--- src/pipePkg.sv ---
package pipePkg;

    typedef logic [31:0] word_t;   // data or address word
    typedef logic [4:0]  regAddr_t;

    localparam word_t RESET_VECTOR_DEFAULT = 32'hbfc0_0000;

    typedef enum logic [3:0] {
        opAdd  = 4'd0,
        opSub  = 4'd1,
        opAnd  = 4'd2,
        opOr   = 4'd3,
        opXor  = 4'd4,
        opNor  = 4'd5,
        opSlt  = 4'd6,
        opSltu = 4'd7,
        opLui  = 4'd8
    } aluOp_e;

    // operand source in decode
    typedef enum logic [1:0] {
        fwdReg = 2'd0,
        fwdEx  = 2'd1,
        fwdWb  = 2'd2
    } fwdSel_e;

    typedef struct packed {
        aluOp_e   aluOp;
        logic     useImm;     // operand b from the immediate
        logic     regWrite;
        logic     isBranch;
        logic     branchNe;   // bne when set, beq otherwise
        regAddr_t writeReg;
    } ctrl_t;

    typedef struct packed {
        logic  valid;
        word_t pc;
        ctrl_t ctrl;
        word_t srcA;
        word_t srcB;      // already muxed with the immediate
        word_t rtValue;   // forwarded rt for the branch compare
        word_t imm;
    } idEx_t;

    typedef struct packed {
        logic     valid;
        word_t    pc;
        logic     regWrite;
        regAddr_t writeReg;
        word_t    result;
    } exWb_t;

endpackage

--- src/regFile.sv ---
`timescale 1ns/1ns
module regFile (
    input  logic              clk,
    input  logic              rstN_i,
    input  logic              we_i,
    input  pipePkg::regAddr_t waddr_i,
    input  pipePkg::word_t    wdata_i,
    input  pipePkg::regAddr_t raddrA_i,
    input  pipePkg::regAddr_t raddrB_i,
    output pipePkg::word_t    rdataA_o,
    output pipePkg::word_t    rdataB_o
);
    import pipePkg::*;

    word_t regs [32];

    always_ff @(posedge clk or negedge rstN_i) begin
        if (!rstN_i) begin
            for (int i = 0; i < 32; i++) begin
                regs[i] <= '0;
            end
        end else if (we_i && waddr_i != '0) begin   // $0 never changes
            regs[waddr_i] <= wdata_i;
        end
    end

    assign rdataA_o = (raddrA_i == '0) ? '0 : regs[raddrA_i];
    assign rdataB_o = (raddrB_i == '0) ? '0 : regs[raddrB_i];

    // writeback address must resolve to one of the 32 registers
    wAddrKnown: assert property (@(posedge clk) disable iff (!rstN_i)
        we_i |-> !$isunknown(waddr_i));

endmodule

--- src/instDecoder.sv ---
`timescale 1ns/1ns
module instDecoder (
    input  pipePkg::word_t instr_i,
    output pipePkg::ctrl_t ctrl_o,
    output pipePkg::word_t imm_o
);
    import pipePkg::*;

    logic [5:0] opcode, funct;
    regAddr_t   rt, rd;

    assign opcode = instr_i[31:26];
    assign funct  = instr_i[5:0];
    assign rt     = instr_i[20:16];
    assign rd     = instr_i[15:11];

    // andi/ori/xori/lui zero extend, the rest sign extend
    assign imm_o = (opcode[3:2] == 2'b11) ? {16'h0, instr_i[15:0]}
                                          : {{16{instr_i[15]}}, instr_i[15:0]};

    always_comb begin
        ctrl_o = '0;   // unknown words write nothing
        case (opcode)
            6'h00: begin
                ctrl_o.regWrite = 1'b1;
                ctrl_o.writeReg = rd;
                case (funct)
                    6'h21: ctrl_o.aluOp = opAdd;
                    6'h23: ctrl_o.aluOp = opSub;
                    6'h24: ctrl_o.aluOp = opAnd;
                    6'h25: ctrl_o.aluOp = opOr;
                    6'h26: ctrl_o.aluOp = opXor;
                    6'h27: ctrl_o.aluOp = opNor;
                    6'h2a: ctrl_o.aluOp = opSlt;
                    6'h2b: ctrl_o.aluOp = opSltu;
                    default: ctrl_o.regWrite = 1'b0;   // covers the sll nop
                endcase
            end
            6'h04, 6'h05: begin
                ctrl_o.isBranch = 1'b1;
                ctrl_o.branchNe = opcode[0];
            end
            6'h09, 6'h0a, 6'h0c, 6'h0d, 6'h0e, 6'h0f: begin
                ctrl_o.regWrite = 1'b1;
                ctrl_o.useImm   = 1'b1;
                ctrl_o.writeReg = rt;   // i-type targets rt
                case (opcode)
                    6'h09:   ctrl_o.aluOp = opAdd;
                    6'h0a:   ctrl_o.aluOp = opSlt;
                    6'h0c:   ctrl_o.aluOp = opAnd;
                    6'h0d:   ctrl_o.aluOp = opOr;
                    6'h0e:   ctrl_o.aluOp = opXor;
                    default: ctrl_o.aluOp = opLui;
                endcase
            end
            default: ;
        endcase
    end

endmodule

--- src/fetchStage.sv ---
`timescale 1ns/1ns
module fetchStage #(
    parameter pipePkg::word_t RESET_VECTOR = pipePkg::RESET_VECTOR_DEFAULT
) (
    input  logic           clk,
    input  logic           rstN_i,
    input  logic           flushD_i,
    input  logic           branchTaken_i,
    input  pipePkg::word_t branchTarget_i,
    input  pipePkg::word_t instrF_i,
    output pipePkg::word_t pcF_o,
    output logic           instEnF_o,
    output pipePkg::word_t instrD_o,
    output pipePkg::word_t pcD_o,
    output logic           validD_o
);
    import pipePkg::*;

    word_t pcQ;
    logic  fetchEnQ;   // low for the first cycle out of reset

    assign pcF_o     = pcQ;
    assign instEnF_o = fetchEnQ & ~flushD_i;

    always_ff @(posedge clk or negedge rstN_i) begin
        if (!rstN_i) begin
            pcQ      <= RESET_VECTOR;
            fetchEnQ <= 1'b0;
        end else begin
            fetchEnQ <= 1'b1;
            if (branchTaken_i) begin
                pcQ <= branchTarget_i;   // redirect wins over stepping
            end else if (fetchEnQ) begin
                pcQ <= pcQ + 32'd4;
            end
        end
    end

    // fetch/decode register, a disabled fetch turns into sll $0
    always_ff @(posedge clk or negedge rstN_i) begin
        if (!rstN_i) begin
            instrD_o <= '0;
            pcD_o    <= '0;
            validD_o <= 1'b0;
        end else begin
            instrD_o <= instEnF_o ? instrF_i : '0;
            pcD_o    <= pcQ;
            validD_o <= instEnF_o;
        end
    end

    // reset vector and branch targets are both word multiples
    pcAligned: assert property (@(posedge clk) disable iff (!rstN_i)
        pcQ[1:0] == 2'b00);

endmodule

--- src/decodeStage.sv ---
`timescale 1ns/1ns
module decodeStage (
    input  logic              clk,
    input  logic              rstN_i,
    input  pipePkg::word_t    instrD_i,
    input  pipePkg::word_t    pcD_i,
    input  logic              validD_i,
    input  logic              flushD_i,
    input  pipePkg::fwdSel_e  fwdA_i,
    input  pipePkg::fwdSel_e  fwdB_i,
    input  pipePkg::word_t    exFwd_i,
    input  pipePkg::word_t    wbFwd_i,
    input  logic              wbWrite_i,
    input  pipePkg::regAddr_t wbReg_i,
    input  pipePkg::word_t    wbData_i,
    output pipePkg::regAddr_t rsD_o,
    output pipePkg::regAddr_t rtD_o,
    output pipePkg::idEx_t    idEx_o
);
    import pipePkg::*;

    ctrl_t ctrlD;
    word_t immD;
    word_t rsReg, rtReg;
    word_t rsVal, rtVal;

    assign rsD_o = instrD_i[25:21];
    assign rtD_o = instrD_i[20:16];

    instDecoder decoder_i (.instr_i(instrD_i), .ctrl_o(ctrlD), .imm_o(immD));

    regFile rf_i (
        .clk(clk), .rstN_i(rstN_i),
        .we_i(wbWrite_i), .waddr_i(wbReg_i), .wdata_i(wbData_i),
        .raddrA_i(rsD_o), .raddrB_i(rtD_o), .rdataA_o(rsReg), .rdataB_o(rtReg)
    );

    function automatic word_t pickOperand(input fwdSel_e sel, input word_t regVal);
        word_t val;
        case (sel)
            fwdEx:   val = exFwd_i;
            fwdWb:   val = wbFwd_i;
            default: val = regVal;
        endcase
        return val;
    endfunction

    always_comb begin
        rsVal = pickOperand(fwdA_i, rsReg);
        rtVal = pickOperand(fwdB_i, rtReg);
    end

    // decode/execute register
    always_ff @(posedge clk or negedge rstN_i) begin
        if (!rstN_i) begin
            idEx_o <= '0;
        end else if (flushD_i || !validD_i) begin
            idEx_o <= '0;   // bubble
        end else begin
            idEx_o.valid   <= 1'b1;
            idEx_o.pc      <= pcD_i;
            idEx_o.ctrl    <= ctrlD;
            idEx_o.srcA    <= rsVal;
            idEx_o.srcB    <= ctrlD.useImm ? immD : rtVal;
            idEx_o.rtValue <= rtVal;
            idEx_o.imm     <= immD;
        end
    end

endmodule

--- src/executeStage.sv ---
`timescale 1ns/1ns
module executeStage (
    input  logic           clk,
    input  logic           rstN_i,
    input  pipePkg::idEx_t idEx_i,
    output pipePkg::word_t exFwd_o,
    output logic           branchTaken_o,
    output pipePkg::word_t branchTarget_o,
    output pipePkg::exWb_t exWb_o
);
    import pipePkg::*;

    word_t a, b;
    word_t aluResult;
    logic  srcEq;

    assign a = idEx_i.srcA;
    assign b = idEx_i.srcB;

    always_comb begin
        case (idEx_i.ctrl.aluOp)
            opAdd:   aluResult = a + b;
            opSub:   aluResult = a - b;
            opAnd:   aluResult = a & b;
            opOr:    aluResult = a | b;
            opXor:   aluResult = a ^ b;
            opNor:   aluResult = ~(a | b);
            opSlt:   aluResult = {31'b0, $signed(a) < $signed(b)};
            opSltu:  aluResult = {31'b0, a < b};
            opLui:   aluResult = {b[15:0], 16'h0000};   // imm into upper half
            default: aluResult = '0;
        endcase
    end

    assign exFwd_o = aluResult;   // forwarded to decode same cycle

    // beq/bne on forwarded rs and rt
    assign srcEq          = (idEx_i.srcA == idEx_i.rtValue);
    assign branchTaken_o  = idEx_i.valid & idEx_i.ctrl.isBranch
                          & (srcEq ^ idEx_i.ctrl.branchNe);
    assign branchTarget_o = idEx_i.pc + 32'd4 + {idEx_i.imm[29:0], 2'b00};

    // execute/writeback register
    always_ff @(posedge clk or negedge rstN_i) begin
        if (!rstN_i) begin
            exWb_o <= '0;
        end else begin
            exWb_o.valid    <= idEx_i.valid;
            exWb_o.pc       <= idEx_i.pc;
            exWb_o.regWrite <= idEx_i.ctrl.regWrite & ~idEx_i.ctrl.isBranch;
            exWb_o.writeReg <= idEx_i.ctrl.writeReg;
            exWb_o.result   <= aluResult;
        end
    end

endmodule

--- src/hazardUnit.sv ---
`timescale 1ns/1ns
module hazardUnit (
    input  pipePkg::regAddr_t rsD_i,
    input  pipePkg::regAddr_t rtD_i,
    input  pipePkg::exWb_t    exWb_i,
    input  pipePkg::ctrl_t    exCtrl_i,
    input  logic              exValid_i,
    input  logic              branchTaken_i,
    output pipePkg::fwdSel_e  fwdA_o,
    output pipePkg::fwdSel_e  fwdB_o,
    output logic              flushD_o
);
    import pipePkg::*;

    // youngest producer first, $0 always from the file
    function automatic fwdSel_e pickSrc(input regAddr_t src);
        fwdSel_e sel;
        sel = fwdReg;
        if (src != '0) begin
            if (exValid_i && exCtrl_i.regWrite && exCtrl_i.writeReg == src) begin
                sel = fwdEx;
            end else if (exWb_i.valid && exWb_i.regWrite && exWb_i.writeReg == src) begin
                sel = fwdWb;
            end
        end
        return sel;
    endfunction

    always_comb begin
        fwdA_o = pickSrc(rsD_i);
        fwdB_o = pickSrc(rtD_i);
    end

    assign flushD_o = branchTaken_i;   // squash fetch and decode

endmodule

--- src/miniMips.sv ---
`timescale 1ns/1ns
module miniMips #(
    parameter pipePkg::word_t RESET_VECTOR = pipePkg::RESET_VECTOR_DEFAULT
) (
    input  logic              clk,
    input  logic              rstN_i,
    output pipePkg::word_t    pcF_o,
    output logic              instEnF_o,
    input  pipePkg::word_t    instrF_i,
    output pipePkg::word_t    debugWbPc_o,
    output logic [3:0]        debugWbRfWen_o,
    output pipePkg::regAddr_t debugWbRfWnum_o,
    output pipePkg::word_t    debugWbRfWdata_o
);
    import pipePkg::*;

    word_t    instrD, pcD;
    logic     validD;
    regAddr_t rsD, rtD;
    idEx_t    idEx;
    exWb_t    exWb;
    word_t    exFwd;
    logic     branchTaken;
    word_t    branchTarget;
    fwdSel_e  fwdA, fwdB;
    logic     flushD;
    logic     wbWrite;

    assign wbWrite = exWb.valid & exWb.regWrite;   // retiring write

    fetchStage #(.RESET_VECTOR(RESET_VECTOR)) fetch_i (
        .clk(clk), .rstN_i(rstN_i), .flushD_i(flushD),
        .branchTaken_i(branchTaken), .branchTarget_i(branchTarget),
        .instrF_i(instrF_i), .pcF_o(pcF_o), .instEnF_o(instEnF_o),
        .instrD_o(instrD), .pcD_o(pcD), .validD_o(validD)
    );

    decodeStage decode_i (
        .clk(clk), .rstN_i(rstN_i),
        .instrD_i(instrD), .pcD_i(pcD), .validD_i(validD), .flushD_i(flushD),
        .fwdA_i(fwdA), .fwdB_i(fwdB), .exFwd_i(exFwd), .wbFwd_i(exWb.result),
        .wbWrite_i(wbWrite), .wbReg_i(exWb.writeReg), .wbData_i(exWb.result),
        .rsD_o(rsD), .rtD_o(rtD), .idEx_o(idEx)
    );

    executeStage execute_i (
        .clk(clk), .rstN_i(rstN_i), .idEx_i(idEx), .exFwd_o(exFwd),
        .branchTaken_o(branchTaken), .branchTarget_o(branchTarget), .exWb_o(exWb)
    );

    hazardUnit hazard_i (
        .rsD_i(rsD), .rtD_i(rtD), .exWb_i(exWb), .exCtrl_i(idEx.ctrl),
        .exValid_i(idEx.valid), .branchTaken_i(branchTaken),
        .fwdA_o(fwdA), .fwdB_o(fwdB), .flushD_o(flushD)
    );

    // debug writeback port
    assign debugWbPc_o      = exWb.pc;
    assign debugWbRfWen_o   = {4{wbWrite}};
    assign debugWbRfWnum_o  = exWb.writeReg;
    assign debugWbRfWdata_o = exWb.result;

endmodule

--- config.mk ---
export PLATFORM = sky130hd
export DESIGN_NAME = miniMips
export DESIGN_NICKNAME = d
export VERILOG_FILES = /design/src/pipePkg.sv /design/src/regFile.sv /design/src/instDecoder.sv /design/src/fetchStage.sv /design/src/decodeStage.sv /design/src/executeStage.sv /design/src/hazardUnit.sv /design/src/miniMips.sv
export SDC_FILE = /design/constraint.sdc
export NUM_CORES = 2
export LEC_CHECK = 0
export BUFFER_PORTS_ARGS = -buffer_cell sky130_fd_sc_hd__buf_2
export CAP_MARGIN = 20
export CORE_ASPECT_RATIO = 0.8
export CORE_UTILIZATION = 50
export CTS_BUF_LIST = sky130_fd_sc_hd__clkbuf_2
export CTS_CLUSTER_DIAMETER = 150
export DETAILED_ROUTE_END_ITERATION = 10
export PLACE_DENSITY = 0.66
export SETUP_SLACK_MARGIN = 0.05
export SYNTH_ARGS = -nofsm -noshare
export SYNTH_HDL_FRONTEND = slang
export SYNTH_HIERARCHICAL = 1
export SYNTH_SLANG_ARGS = --single-unit
--- constraint.sdc ---
create_clock -name clk -period 9.5 [get_ports clk]
set_clock_uncertainty 0.15 [all_clocks]
set_input_delay 2.85 -clock clk [delete_from_list [all_inputs] [get_ports clk]]
set_output_delay 2.85 -clock clk [all_outputs]
set_load 0.01 [all_outputs]
; ---- Word-level counts from Yosys, hierarchy flattened
; Index checks and enable logic that the tools add are counted.
[totals]
in_bits = 34
register_bits = 1364
elab_cells = 168
out_inout_bits = 106
[classes]
bitwise_logic = 15
reduce_logical = 21
mux = 34
n_addsub = 5
eq_ne = 34
n_lt_le_gt_ge = 6
[ops]
columns = cell, n
row1 = $bwmux 1024, 1
row2 = $mux 32, 12
row3 = $bmux 32 s5, 2
row4 = $pmux 32 s9, 1
row5 = $mux 174, 1
row6 = $demux 32 s5, 1
row7 = $pmux 32 s2, 2
row8 = $add 32x3->32 const B, 2
row9 = $add 32x32->32, 2
row10 = $lt 32x32->1, 2
row11 = $eq 6x6->1 const B, 8
row12 = $eq 6x4->1 const B, 6
row13 = $and 32x32->32, 1
row14 = $eq 32x32->1, 1
row15 = $not 32->32, 1
row16 = $or 32x32->32, 1
row17 = $sub 32x32->32, 1
row18 = $xor 32x32->32, 1
row19 = $pmux 3 s7, 1
row20 = $eq 5x5->1, 4
row21 = $pmux 4 s5, 1
row22 = $ge 6x6->1 const B, 3
row23 = $not 5->6, 3
row24 = $eq 4x3->1 const B, 4
row25 = 26 further kinds, 53

; ---- Logic depth before layout (Yosys ltp)
[logic_depth]
word_depth = 9
mapped_depth = 16
ltp_nobuf = 16

; ---- Cells and area by module
; The synthesis kept the hierarchy.
[modules_own_cells]
columns = mod, instances, area_each_um2, seq_area_each_um2, cells_each
row1 = regFile, 1, 54074.4, 25624.6, 3513
row2 = executeStage, 1, 8943.6, 1776.7, 1078
row3 = decodeStage, 1, 6892.9, 4354.2, 584
row4 = fetchStage, 1, 3724.8, 2463.6, 306
row5 = instDecoder, 1, 524.3, 0.0, 69
row6 = hazardUnit, 1, 301.5, 0.0, 39
row7 = miniMips, 1, 36.3, 0.0, 5

; ---- Worst setup path before layout
; No wires, ideal clock.
[synth_path]
kind = register to output
from = register decode_i/idEx_o[122] in the netlist's numbering
to = output port instEnF_o
path_slack_ps = 4520
arrival_time_ps = 1980
required_ps = 6500
n_path_buf = 2
stages_incl_launch_ff = 10
cell_sequence = dfrtp_1 > xnor2_1 > nand4_1 > nor4_1 > nand2_1 > xnor2_1 > and3_1 > buf_4 > nor2b_1 > clkbuf_1
[synth_between]
elab_chain_cells = 5
[synth_rtl]
columns = item, line
row1 = start: declaration, decodeStage.sv:18  ; output pipePkg::idEx_t idEx_o
row2 = $eq 32x32->1, executeStage.sv:38  ; assign srcEq = (idEx_i.srcA == idEx_i.rtValue);
row3 = $xor 1x1->1, executeStage.sv:40  ; & (srcEq ^ idEx_i.ctrl.branchNe);
row4 = $and 1x1->1, executeStage.sv:40
row5 = named net branchTaken, miniMips.sv:23  ; logic branchTaken;
row6 = $not 1->1, fetchStage.sv:23  ; assign instEnF_o = fetchEnQ & ~flushD_i;
row7 = $and 1x1->1, fetchStage.sv:23
row8 = end: declaration, miniMips.sv:8  ; output logic instEnF_o,
; The timed path passes the listed nets, and every way through them passes these cells.

; ---- Worst setup path in the final report
[layout_path]
from = register decode_i/idEx_o[125] in the netlist's numbering
to = output port instEnF_o
; The elaborated chain is that of the path after synthesis.

==> flow_summary_export.csv <==
group,metric,value,unit
outcome,status,"finished, final reports clean",
drt,drt_first_pass_iters,8,
timing,hold_viol_final,0,
cts,numCtsBuffers,351,
timing,post-route-period-util,73.8,%
setup_path,required,6.50,ns
drt,drt-initial-drc-count,5714,
synthesis,syn-cell-area,74400,um2
worst_hold_path,min_from,"decode_i/idEx_o[141]$_DFF_PN0_",
drt,ant_nets,0,
floorplanning,num_rows,126,
synthesis,ys_warn_count,6,
synthesis,syn-mean-instance-area,13.3,um2
drt,routed-wl-met2,102000,um
placement,place_inst,7256,
drt,wl_met1,101000,um
setup_path,worst_r2r_endpoint,"decode_i/idEx_o[43]$_DFF_PN0_",
timing,final.setup.worst_slack,2.49,ns
drt,post_drt_wl_per_cell,30.4,um
setup_path,timing.rr.start,"fetch_i/instrD_o[17]$_DFF_PN0_",
setup_path,end_kind,"output pin",
worst_hold_path,min_path_cells,0,
global_route,grt-ovfl-total,0,
placement,io_buffers,139,
placement,post-dp-hpwl,144000,um
cts,cts_buffer_depth,4,
floorplanning,die_area,150000,um2
timing,slew_violations,0,
layout,multiInputGateArea,37100,um2
layout,drive_above_1_share,40.7,%
global_route,antenna_found_initial,9,
layout,fin_cells,7837,
setup_path,worst_r2r_path_depth,8,
drt,met3WireLength,25700,um
pwr,ir_worst_vdd,99.3,uV
global_route,grt_max_degree,174,
cts,htreeDepth,5,
drt,dr_total_vias,52300,
setup_path,cp_data_arrival_time,4.01,ns
cts,cts_tree,"built",
setup_path,rrSetupSlack,4.44,ns
floorplanning,fp.coreArea,148000,um2
placement,dpl_worst_slack,4.24,ns
timing,hold_ws,0.237,ns
pwr,power_leakage,36.4,nW
floorplanning,die_width,433,um
drt,via_per_inst,6.67,
cts,cts_resized,0,
cts,cts_root_buffer,"clkbuf_2",
cts,post-cts-setup-buffer-count,0,
timing,slew_headroom,19.7,%
drt,drc,0,
flow_run,cap_violations,0,
pwr,powerDensity,146,nW/um2
worst_hold_path,holdPathEnd,"execute_i/exWb_o[38]$_DFF_PN0_",
setup_path,worstSetupPathType,"flop to output pin",
floorplanning,start_util,50.4,%
timing,fmax,143,MHz
drt,routed_wl,238000,um
cts,holdBufCountCts,0,
floorplanning,die_h,347,um
placement,place_congestion,0.944,
timing,setup-violations-final,0,
timing,setup-tns-final,0,ns
timing,rsz0062_at_grt,"false",
synthesis,syn_inst,5588,
global_route,grt_pass1_wl,352000,um
global_route,grt_pass1_vias,51800,
layout,syn_to_final_growth,6.34,%
drt,highest_layer,"met5",
cts,worst_skew_pair.late_latency,1.81,ns
layout,seqCellArea,34200,um2
setup_path,worstPathMaxFanout,35,
cts,cts.clk_slew.worst_paths,0.12,ns
synthesis,synthesis.nets,5783,
floorplanning,pin_count,140,
timing,worst_pin_slew,1.20,ns
timing,post-route-min-period,7.01,ns
worst_hold_path,hold_class,"flop to flop",
cts,cts_sinks,1364,
layout,fillers,12600,
setup_path,start_kind,"flop",
global_route,grtUsageTotal,31.7,%
layout,final_nets,5826,
==> registers in the layout, indices dropped and copies added, names as in the netlist <==
signal and flops:
decode_i/rf_i/regs 1024, decode_i/idEx_o 171, execute_i/exWb_o 71, fetch_i/instrD_o 32
fetch_i/pcD_o 32, fetch_i/pcF_o 32, fetch_i/fetchEnQ 1, fetch_i/validD_o 1
==> power breakdown <==
group | leakage, nW | switching [mW] | internal, mW
logic | 15.3 | 1.05 | 0.450
registers | 18.9 | 0.149 | 5.91
clock network | 2.23 | 2.46 | 1.49
total | 36.4 | 3.66 | 7.86
==> per-stage QoR <==
stage | util [%] | cell area (um2) | total power, mW
floorplan | - | 74400 | 6.98
global placement | 51.5 | 76000 | 7.61
detailed placement | 51.6 | 76100 | 7.62
CTS | 53.5 | 79000 | 11.6
global route | 53.6 | 79100 | 12.0
finish | 53.6 | 79100 | 11.5
==> how the worst max path moves through the flow <==
stage	from	endpoint	slack, ns	cells past startpoint
CTS	decode_i/idEx_o[124]$_DFF_PN0_	instEnF_o	2.30	9
finish	decode_i/idEx_o[125]$_DFF_PN0_	instEnF_o	2.49	9
floorplan	decode_i/idEx_o[122]$_DFF_PN0_	instEnF_o	4.52	9
detailed placement	decode_i/idEx_o[124]$_DFF_PN0_	instEnF_o	4.24	9
global placement	decode_i/idEx_o[124]$_DFF_PN0_	instEnF_o	4.23	9
global route	decode_i/idEx_o[124]$_DFF_PN0_	instEnF_o	2.26	9
==> worst max-delay path, cell delays in order (launching register included) <==
cell,delay (ns)
dfrtp_1,0.45
xnor2_1,0.36
nand4_1,0.13
nor4_1,0.27
nand2_1,0.17
xnor2_1,0.18
and3_1,0.17
buf_4,0.35
nor2b_2,0.08
buf_2,0.15
==> per-layer routing <==
| metal | track usage, % | vias to the layer above |
|---|---|---|
| met5 | 0 | - |
| met4 | 13.0 | 4 |
| met3 | 8.97 | 551 |
| met2 | 44.5 | 2934 |
| met1 | 46.3 | 27300 |
| li1 | - | 21500 |
==> cell type report <==
type / count / share of cell area, %
multi-input combinational: 3523 / 46.9
tap: 1984 / 3.14
antenna: 11 / 0.0348
clock inverter: 90 / 0.647
timing repair buffer: 277 / 2.55
clock buffer: 474 / 3.00
sequential: 1364 / 43.2
inverter: 114 / 0.542
==> cells in the final DEF (no fill, tap or decap), types with 28 or more instances in the layout <==
master,count
o22ai_1,120
nor2_1,107
mux4_2,469
a22oi_1,62
nor2b_1,56
a22o_1,57
dfrtp_1,1347
xnor2_1,75
nor3_1,111
a211oi_1,79
clkbuf_2,474
a221oi_1,58
o221ai_1,38
mux2i_1,162
ha_1,157
and2_1,115
buf_4,118
clkinv_1,68
a2111oi_0,28
mux2_2,1011
nand4_1,34
buf_2,138
a21oi_1,119
o21ai_0,87
a31oi_1,28
inv_1,111
o211ai_1,31
nand2_1,106
(Power assumes the default switching activity.)
